$ cat config.mk
export PLATFORM = sky130hd
export DESIGN_NAME = power_ctrl_top
export DESIGN_NICKNAME = d
export VERILOG_FILES = /design/src/logic/power_ctrl_pkg.sv /design/src/logic/input_deglitch.sv /design/src/logic/command_decoder.sv /design/src/logic/soft_start_sequencer.sv /design/src/logic/fault_supervisor.sv /design/src/logic/power_ctrl_top.sv
export VERILOG_INCLUDE_DIRS = /design/src /design/src/include
export SDC_FILE = /design/constraint.sdc
export NUM_CORES = 1
export LEC_CHECK = 0
export ABC_AREA = 1
export BUFFER_PORTS_ARGS = -buffer_cell sky130_fd_sc_hd__clkbuf_2
export CAP_MARGIN = 20
export CORE_AREA = 3 3 101 103
export CTS_BUF_LIST = sky130_fd_sc_hd__clkbuf_8
export DETAILED_ROUTE_END_ITERATION = 8
export DIE_AREA = 0 0 104 106
export PLACE_DENSITY = 0.83
export SLEW_MARGIN = 20
export SYNTH_ARGS = -nofsm -noshare
export SYNTH_HDL_FRONTEND = slang
export SYNTH_SLANG_ARGS = --single-unit
$ cat constraint.sdc
create_clock -name lclk -period 1.6 [get_ports lclk]
set_input_delay 0.24 -clock lclk [delete_from_list [all_inputs] [get_ports lclk]]
set_output_delay 0.24 -clock lclk [all_outputs]
set_load 0.1 [all_outputs]
$ cat src/include/power_ctrl_defines.svh
`ifndef POWER_CTRL_DEFINES_SVH
`define POWER_CTRL_DEFINES_SVH

// Stable cycles before a filtered pin follows its input
`define PC_FILTER_LEN 4

// Dead time between bridge pause and new pattern
`define PC_WAITSTATES 6

// Length of one soft-start step and of the start hold
`define PC_STEP_CYCLES 40

`define PC_PWM_WIDTH 4 // Period is 2**width

`endif

$ cat src/logic/power_ctrl_pkg.sv
`include "power_ctrl_defines.svh"

package power_ctrl_pkg;

  typedef logic [2:0] cmd_code_t;
  typedef logic [`PC_PWM_WIDTH-1:0] pwm_level_t;
  typedef logic [$clog2(`PC_STEP_CYCLES + 1)-1:0] step_timer_t;
  typedef logic [$clog2(`PC_WAITSTATES + 1)-1:0] ws_count_t;
  typedef logic [3:0] ramp_idx_t;

  // All zero is the paused bridge
  typedef struct packed {
    logic [3:0] top;     // Leg 1 on bit 0
    logic [3:0] bot;
    logic       plus;
    logic       minus;
    logic       pause_p;
    logic       pause_n;
  } bridge_t;

  typedef struct packed {
    logic [3:0] err_dr;
    logic       err_u;
    logic       err_i;
    logic       bt;
    logic       stop_k;
  } fault_in_t;

  typedef struct packed {
    logic       stop;
    logic       avv;
    logic       avi;
    logic       td;
    logic [3:0] erbd;
  } fault_flags_t;

  typedef enum logic [2:0] {
    CS_IDLE,
    CS_START_ARM,
    CS_DIS0,
    CS_DIS1,
    CS_DIS2
  } cmd_state_e;

  typedef enum logic [1:0] {
    RS_IDLE,
    RS_STEP,
    RS_HOLD
  } ramp_state_e;

endpackage

$ cat src/logic/input_deglitch.sv
`include "power_ctrl_defines.svh"

module input_deglitch #(
  parameter int N = 1
) (
  input  logic         lclk,
  input  logic         rstn,
  input  logic [N-1:0] i_raw,
  output logic [N-1:0] o_clean
);

  localparam int CW = $clog2(`PC_FILTER_LEN + 1);

  logic [CW-1:0] r_cnt [N]; // Cycles the pin has differed from o_clean

  always_ff @(posedge lclk or negedge rstn) begin
    if (!rstn) begin
      for (int b = 0; b < N; b++) begin
        r_cnt[b] <= '0;
      end
      o_clean <= '0;
    end else begin
      for (int b = 0; b < N; b++) begin
        if (i_raw[b] == o_clean[b]) begin
          r_cnt[b] <= '0;                          // Glitch ended, start over
        end else if (r_cnt[b] == CW'(`PC_FILTER_LEN - 1)) begin
          r_cnt[b]   <= '0;
          o_clean[b] <= i_raw[b];
        end else begin
          r_cnt[b] <= r_cnt[b] + 1'b1;
        end
      end
    end
  end

endmodule

$ cat src/logic/command_decoder.sv
`include "power_ctrl_defines.svh"

module command_decoder (
  input  logic                      lclk,
  input  logic                      rstn,
  input  logic                      i_strobe,
  input  power_ctrl_pkg::cmd_code_t i_cmd,
  input  logic                      i_ramp_busy,
  input  logic                      i_ramp_done,
  input  logic                      i_fault_latched,
  output power_ctrl_pkg::bridge_t   o_bridge,
  output logic                      o_start_req,
  output logic                      o_abort_req
);

  import power_ctrl_pkg::*;

  localparam ws_count_t WS_LOAD = ws_count_t'(`PC_WAITSTATES);

  logic       r_strobe_d;
  cmd_state_e r_state;
  logic       r_ready;
  logic       r_pending; // Pattern staged, waiting for dead time
  ws_count_t  r_ws;
  bridge_t    r_next;
  logic       w_fall;
  logic       w_accept;

  function automatic bridge_t pattern_for(input cmd_code_t code);
    bridge_t b;
    b = '0;
    case (code)
      3'd1: begin
        b.top  = 4'b0001;
        b.bot  = 4'b0010;
        b.plus = 1'b1;
      end
      3'd2: begin
        b.top   = 4'b0010;
        b.bot   = 4'b0001;
        b.minus = 1'b1;
      end
      3'd3: begin
        b.top     = 4'b0100;
        b.bot     = 4'b1000;
        b.pause_p = 1'b1;
      end
      3'd4: begin
        b.top     = 4'b1000;
        b.bot     = 4'b0100;
        b.pause_n = 1'b1;
      end
      default: b = '0;
    endcase
    return b;
  endfunction

  // Valid strobe edge, dropped while a change is still pending
  assign w_fall   = r_strobe_d & ~i_strobe & ~r_pending & ~i_fault_latched;
  assign w_accept = w_fall && (r_state == CS_IDLE) && (i_cmd inside {3'd1, 3'd2, 3'd3, 3'd4})
                    && r_ready && !i_ramp_busy;

  always_ff @(posedge lclk) begin
    if (w_accept) begin
      r_next <= pattern_for(i_cmd);
    end
  end

  always_ff @(posedge lclk or negedge rstn) begin
    if (!rstn) begin
      r_strobe_d  <= 1'b0;
      r_state     <= CS_IDLE;
      r_ready     <= 1'b0;
      r_pending   <= 1'b0;
      r_ws        <= '0;
      o_bridge    <= '0;
      o_start_req <= 1'b0;
      o_abort_req <= 1'b0;
    end else begin
      r_strobe_d  <= i_strobe;
      o_start_req <= 1'b0;
      o_abort_req <= 1'b0;
      if (i_fault_latched) begin
        r_state   <= CS_IDLE;                   // Locked out until reset
        r_ready   <= 1'b0;
        r_pending <= 1'b0;
        r_ws      <= '0;
        o_bridge  <= '0;
      end else begin
        if (i_ramp_done) begin
          r_ready <= 1'b1;
        end
        if (r_ws != '0) begin
          r_ws <= r_ws - 1'b1;
        end else if (r_pending) begin
          r_pending <= 1'b0;
          o_bridge  <= r_next;
        end
        if (w_accept) begin
          o_bridge  <= '0;
          r_ws      <= WS_LOAD;
          r_pending <= 1'b1;
        end else if (w_fall) begin
          r_state <= CS_IDLE;
          case (r_state)
            CS_IDLE: begin
              case (i_cmd)
                3'd0: o_bridge <= '0;
                3'd5: r_state <= i_ramp_busy ? CS_IDLE : CS_START_ARM;
                3'd6: begin
                  o_abort_req <= 1'b1;
                  r_ready     <= 1'b0;
                  o_bridge    <= '0;
                end
                3'd7: r_state <= i_ramp_busy ? CS_IDLE : CS_DIS0;
                default: r_state <= CS_IDLE;       // Refused bridge command
              endcase
            end
            CS_START_ARM: begin
              if (i_cmd == 3'd0 && !i_ramp_busy) begin
                o_start_req <= 1'b1;
                o_bridge    <= '0;
              end
            end
            CS_DIS0: if (i_cmd == 3'd0) r_state <= CS_DIS1;
            CS_DIS1: if (i_cmd == 3'd7) r_state <= CS_DIS2;
            CS_DIS2: if (i_cmd == 3'd0) r_ready <= 1'b1; // Unlock done
            default: r_state <= CS_IDLE;
          endcase
        end
      end
    end
  end

endmodule

$ cat src/logic/soft_start_sequencer.sv
`include "power_ctrl_defines.svh"

module soft_start_sequencer (
  input  logic lclk,
  input  logic rstn,
  input  logic i_start_req,
  input  logic i_abort_req,
  input  logic i_fault_latched,
  output logic o_ramp_busy,
  output logic o_ramp_done,
  output logic o_charge,
  output logic o_charge_pwm,
  output logic o_st,
  output logic o_fan
);

  import power_ctrl_pkg::*;

  localparam step_timer_t STEP_LOAD = step_timer_t'(`PC_STEP_CYCLES - 1);
  localparam pwm_level_t  QUARTER   = pwm_level_t'(1 << (`PC_PWM_WIDTH - 2));
  localparam pwm_level_t  HALF      = pwm_level_t'(1 << (`PC_PWM_WIDTH - 1));

  ramp_state_e r_state;
  step_timer_t r_timer;
  ramp_idx_t   r_step;
  pwm_level_t  r_cnt;
  pwm_level_t  r_duty;

  function automatic pwm_level_t duty_for(input ramp_idx_t idx);
    pwm_level_t duty;
    if (idx <= 4'd4) begin
      duty = QUARTER;
    end else if (idx <= 4'd8) begin
      duty = HALF;
    end else if (idx <= 4'd11) begin
      duty = HALF + QUARTER;
    end else begin
      duty = '1;                                   // Fully on
    end
    return duty;
  endfunction

  assign o_ramp_busy  = (r_state != RS_IDLE);
  assign o_charge_pwm = o_charge & ((r_cnt < r_duty) | (&r_duty));

  always_ff @(posedge lclk or negedge rstn) begin
    if (!rstn) begin
      r_cnt <= '0;
    end else begin
      r_cnt <= r_cnt + 1'b1;                       // Free running
    end
  end

  always_ff @(posedge lclk or negedge rstn) begin
    if (!rstn) begin
      r_state     <= RS_IDLE;
      r_timer     <= '0;
      r_step      <= '0;
      r_duty      <= '0;
      o_ramp_done <= 1'b0;
      o_charge    <= 1'b0;
      o_st        <= 1'b0;
      o_fan       <= 1'b0;
    end else if (i_fault_latched || i_abort_req) begin
      r_state     <= RS_IDLE;
      r_timer     <= '0;
      r_step      <= '0;
      r_duty      <= '0;
      o_ramp_done <= 1'b0;
      o_charge    <= 1'b0;
      o_st        <= 1'b0;
      o_fan       <= 1'b0;
    end else begin
      o_ramp_done <= 1'b0;
      case (r_state)
        RS_IDLE: begin
          if (i_start_req) begin
            o_fan    <= 1'b1;
            o_charge <= 1'b1;
            o_st     <= 1'b0;
            r_step   <= 4'd1;
            r_duty   <= duty_for(4'd1);
            r_timer  <= STEP_LOAD;
            r_state  <= RS_STEP;
          end
        end
        RS_STEP: begin
          if (r_timer != '0) begin
            r_timer <= r_timer - 1'b1;
          end else if (r_step == 4'd15) begin
            o_st    <= 1'b1;
            r_timer <= STEP_LOAD;
            r_state <= RS_HOLD;
          end else begin
            r_step  <= r_step + 1'b1;
            r_duty  <= duty_for(r_step + 1'b1);
            r_timer <= STEP_LOAD;
          end
        end
        RS_HOLD: begin
          if (r_timer != '0) begin
            r_timer <= r_timer - 1'b1;
          end else begin
            o_charge    <= 1'b0;                   // Start hold over
            r_duty      <= '0;
            r_step      <= '0;
            o_ramp_done <= 1'b1;
            r_state     <= RS_IDLE;
          end
        end
        default: r_state <= RS_IDLE;
      endcase
    end
  end

endmodule

$ cat src/logic/fault_supervisor.sv
module fault_supervisor (
  input  logic                         lclk,
  input  logic                         rstn,
  input  power_ctrl_pkg::fault_in_t    i_faults,
  input  logic                         i_fan,
  output logic                         o_fault_latched,
  output logic                         o_fan,
  output logic                         o_break,
  output power_ctrl_pkg::fault_flags_t o_flags
);

  import power_ctrl_pkg::*;

  logic         w_any_fault;
  fault_flags_t w_flags_set; // Sources active this cycle

  assign w_any_fault = |i_faults;

  always_comb begin
    w_flags_set.stop = i_faults.stop_k;
    w_flags_set.avv  = i_faults.err_u;
    w_flags_set.avi  = i_faults.err_i;
    w_flags_set.td   = i_faults.bt;
    w_flags_set.erbd = i_faults.err_dr;
  end

  // First fault wins, cleared only by reset
  always_ff @(posedge lclk or negedge rstn) begin
    if (!rstn) begin
      o_fault_latched <= 1'b0;
      o_flags         <= '0;
    end else begin
      if (w_any_fault) begin
        o_fault_latched <= 1'b1;
      end
      o_flags <= o_flags | w_flags_set;        // Sticky per source
    end
  end

  assign o_break = o_fault_latched;
  assign o_fan   = i_fan | o_fault_latched;    // Keep cooling after a fault

endmodule

$ cat src/logic/power_ctrl_top.sv
`include "power_ctrl_defines.svh"

module power_ctrl_top (
  input  logic                         lclk,
  input  logic                         rstn,
  input  logic                         i_strobe_n,
  input  logic [2:0]                   i_cmd_n,
  input  logic [3:0]                   i_err_dr_n,
  input  logic                         i_err_u_n,
  input  logic                         i_err_i_n,
  input  logic                         i_stop_k_n,
  input  logic                         i_bt,
  output power_ctrl_pkg::bridge_t      o_bridge,
  output logic                         o_charge,
  output logic                         o_charge_pwm,
  output logic                         o_st,
  output logic                         o_fan,
  output logic                         o_break,
  output power_ctrl_pkg::fault_flags_t o_flags
);

  import power_ctrl_pkg::*;

  logic      w_strobe;
  cmd_code_t w_cmd;
  fault_in_t w_faults;
  logic      w_start_req;
  logic      w_abort_req;
  logic      w_ramp_busy;
  logic      w_ramp_done;
  logic      w_fault_latched;
  logic      w_seq_fan;

  input_deglitch #(.N(4)) u_cmd_filt (
    .lclk    (lclk),
    .rstn    (rstn),
    .i_raw   ({~i_strobe_n, ~i_cmd_n}),
    .o_clean ({w_strobe, w_cmd})
  );

  // Order matches fault_in_t, bt is already active high
  input_deglitch #(.N($bits(fault_in_t))) u_fault_filt (
    .lclk    (lclk),
    .rstn    (rstn),
    .i_raw   ({~i_err_dr_n, ~i_err_u_n, ~i_err_i_n, i_bt, ~i_stop_k_n}),
    .o_clean (w_faults)
  );

  command_decoder u_decoder (
    .lclk            (lclk),
    .rstn            (rstn),
    .i_strobe        (w_strobe),
    .i_cmd           (w_cmd),
    .i_ramp_busy     (w_ramp_busy),
    .i_ramp_done     (w_ramp_done),
    .i_fault_latched (w_fault_latched),
    .o_bridge        (o_bridge),
    .o_start_req     (w_start_req),
    .o_abort_req     (w_abort_req)
  );

  soft_start_sequencer u_sequencer (
    .lclk            (lclk),
    .rstn            (rstn),
    .i_start_req     (w_start_req),
    .i_abort_req     (w_abort_req),
    .i_fault_latched (w_fault_latched),
    .o_ramp_busy     (w_ramp_busy),
    .o_ramp_done     (w_ramp_done),
    .o_charge        (o_charge),
    .o_charge_pwm    (o_charge_pwm),
    .o_st            (o_st),
    .o_fan           (w_seq_fan)
  );

  fault_supervisor u_supervisor (
    .lclk            (lclk),
    .rstn            (rstn),
    .i_faults        (w_faults),
    .i_fan           (w_seq_fan),
    .o_fault_latched (w_fault_latched),
    .o_fan           (o_fan),
    .o_break         (o_break),
    .o_flags         (o_flags)
  );

endmodule

==> key figures <==
Status
  • Outcome: complete, but fails checks
  • Failing checks: setup timing

Floorplanning
  • FP Rows: 35
  • Die height: 106 um
  • Core ar.: about 9300 sq um
  • Die Width: about 100 um
  • Die area: 11000 sq um
  • IO Count: 39
  • Initial Util: between 50% and 60%

Worst setup path
  • Worst r2r src: u_sequencer.r_state[0]$_DFFE_PN0P_
  • Worst R2R End: u_decoder.r_next[2]$_DFFE_PP_
  • CP Launch Type: register
  • Highest-delay cell along the critical path: dfrtp_1
  • Max stage delay on crit path: around 0.40 ns
  • Flop-to-flop setup slack: approximately 0.04 ns
  • Reg2reg path depth: 8
  • Required time of the critical path: roughly 1.4 ns
  • CP endpoint: o_charge_pwm
  • CP bufs+invs: 2
  • CP endpoint kind: output pin
  • CP Cell Sequence: inv_2, ha_4, o21ai_2, nand2_1, nand3_2, nand2_2, a21oi_4, buf_12
  • Cell family with most CP delay: flip-flops
  • CP arrival: roughly 1.6 ns
  • Crit path kind: reg2out
  • Levels on crit path: 8
  • Worst setup path start: u_sequencer.r_duty[1]$_DFFE_PN0P_
  • Crit-path max FO: 2

CTS
  • TritonCTS clock tree: yes
  • H-tree levels: 3
  • CTS max path bufs: 2
  • Clk sinks: 110
  • Root Buffer: clkbuf_8
  • Worst-path clk slew: roughly 0.11 ns
  • CTS buffer count: 9
  • Worst skew pair latency: between 0.3 and 0.4 ns

Run
  • Max cap viols: 0

Cells and area
  • Area Overhead vs Synth: 17.1%
  • Share of layout cells above drive strength 1: approximately a quarter
  • Post-layout util: between 60% and 70%
  • Antenna cells: 0
  • Fillers: 759
  • Final Instance Area: between 6000 and 7000 sq um
  • Fin nets: ~660

Pwr
  • Leakage power: 0.00294 uW
  • Peak VDD IR: 903 uV
  • Pwr Density: around 1100 nW/um^2
  • Power share of the clock group: between 20% and 30%
  • Internal power: approximately 4400 uW
  • Comb pwr share: 21.6%
  • Switching share of power: 32.3%
  • Reg power frac: 54.6%
  • P_sw: 2100 uW

Drt
  • Starting DRT DRC Count: 167
  • Final WL: roughly 9500 um
  • Post-route ant nets: 0
  • Via count: slightly below 4000
  • Met3 wire length: roughly 350 um
  • Drt via density: between 5 and 6
  • DR WL/cell: roughly 13 um
  • DR top layer: met4
  • First-pass DRT Iterations: 5
  • Remaining DRCs: 0
  • M1 WL: 4250 um
  • DR WL met2: 4870 um

GRT
  • Initial antenna violation count: 0
  • Gr ovfl total: 0
  • First-pass GRT wire length: between 15000 and 20000 um
  • Total GRT Usage: 18.1%
  • Vias in the first global route: slightly below 4000
  • Largest net degree at the start of global routing: 46

Synth
  • Largest area contributor in the netlist: dfrtp_1
  • Largest cells by area after synthesis: dfrtp_1 (50%), nand2_1 (8.9%), ha_1 (6.1%), edfxtp_1 (4.1%), nor2_1 (3.9%)
  • Mapped Area: 5160 sq um
  • Most used DFF post-synth: dfrtp_1
  • Top-count cell post-synth: nand2_1
  • Synth Register Bits: 110
  • Synth Warn #: 0
  • Asr flop ratio synth: 93.6%
  • Syn avg cell area: 9.30 sq um
  • Post-synth top area share: between 40% and 50%
  • Sequential cell area fraction in the yosys report: between 50% and 60%
  • Post-synth cell types: 35
  • Synth Net Count: ~600
  • Post-Synthesis Cells: between 500 and 600
  • Top cells by count, synth: nand2_1 (122), dfrtp_1 (103), nor2_1 (53)
  • Post-synth EDFFs: 7

STA
  • Max-slew violations: 0
  • Skew final: about 0.013 ns
  • F_max: about 530 MHz
  • Relative slew slack: 63.8%
  • Worst slew pin tran: about 0.55 ns
  • Tmin final: 1.87 ns
  • Final Cycle Share: 117%
  • Hold Vio Cnt, Final: 0
  • Final setup fails: 1
  • RSZ-0062 raised after global routing: yes
  • PnR worst setup slack: -0.270 ns

Placed design
  • Final estimated routing congestion in global placement: roughly 0.86
  • Port Buffer Count: 38
  • Placed instance area: roughly 5700 sq um
  • DP Wirelength: 6980 um

Min path
  • HP Class: in2reg
==> state kept, by name, summed over array words and instances (netlist names), 4 cells and up <==
register,flops
u_cmd_filt.o_clean,4
u_cmd_filt.r_cnt,12
u_decoder.o_bridge,12
u_decoder.r_next,7
u_fault_filt.o_clean,8
u_fault_filt.r_cnt,24
u_sequencer.r_cnt,4
u_sequencer.r_step,4
u_sequencer.r_timer,6
u_supervisor.o_flags,8
==> layer usage <==
layer	track usage (%)	up-vias
met2	32.7	62
li1	-	1932
met4	3.13	0
met5	0	-
met3	4.74	6
met1	22.2	1871
==> logic make-up after synthesis <==
group / count (synthesis) / share of synthesized area (%)
AND/OR/NAND/NOR: 291 / 27.1
flip-flops: 110 / 54.0
buffers and inverters: 69 / 5.50
AO/OA/AOI/OAI: 43 / 4.46
adder cells (fa/ha/maj): 25 / 6.06
XOR/XNOR: 17 / 2.88
==> stage by stage <==
step,hold WS [ns],instances,TNS (ns),total power [uW],worst slack (ns)
floorplan,-0.0556,555,-0.121,4580,-0.121
global placement,0.194,734,0,4860,0.0639
detailed placement,0.195,734,-0.0677,5000,-0.0336
CTS,0.0704,754,-0.284,6560,-0.284
global route,0.0732,758,-0.617,6990,-0.375
finish,0.0827,758,-0.270,6500,-0.270
==> how the worst min path moves through the flow <==
stage                  startpoint                                   to  depth (start not counted)
floorplan                    rstn    u_cmd_filt.o_clean[0]$_DFFE_PN0P_                          0
global placement             rstn      u_fault_filt.r_cnt[7]$_DFF_PN0_                          1
detailed placement           rstn      u_fault_filt.r_cnt[8]$_DFF_PN0_                          1
CTS                 i_err_dr_n[1]  u_fault_filt.o_clean[5]$_DFFE_PN0P_                          2
global route            i_err_u_n  u_fault_filt.o_clean[3]$_DFFE_PN0P_                          2
finish              i_err_dr_n[1]  u_fault_filt.o_clean[5]$_DFFE_PN0P_                          2
==> placed cells by master (no fill, tap or decap), drive strengths merged <==
cell type and n:
clkbuf 44, dlygate4sd3 1, o21a 1, dfrtp 103
xor2 15, ha 25, nor4 3, a21oi 8
clkinv 4, xnor2 2, o22ai 1, nand4 6
buf 29, nand2 136, nor3b 12, nand3b 1
or2 14, o211ai 3, inv 65, nand3 35
nor3 23, edfxtp 7, nor2 61, o21ai 30
==> cell type report <==
type                    count  area, sq um  area share [%]
clock inverters             7         56.3           0.931
clock buffers               9          124            2.05
well taps                 129          161            2.67
multi-input cells         376         2220            36.7
flip-flops and latches    110         2790            46.2
repair buffers             65          454            7.51
inverters                  62          238            3.93
==> power groups by stage <==
| stage | clock network, uW | logic (uW) | registers [uW] |
|---|---|---|---|
| final | 1550 | 1410 | 3550 |
| after global routing | 1710 | 1670 | 3610 |
| after CTS | 1590 | 1410 | 3560 |
| after detailed placement | 0 | 1390 | 3610 |
| after global placement | 0 | 1290 | 3580 |
| after floorplan | 0 | 1100 | 3480 |
==> repair_timing <==
item	in CTS	in global routing
cloned	0	1
setup endpoints to repair	7	43
pin swaps	4	8
gates resized for setup	11	22
buffers inserted	3	3
endpoints found under the hold margin	28	0
hold buffers	1	0
(Power assumes the default switching activity.)
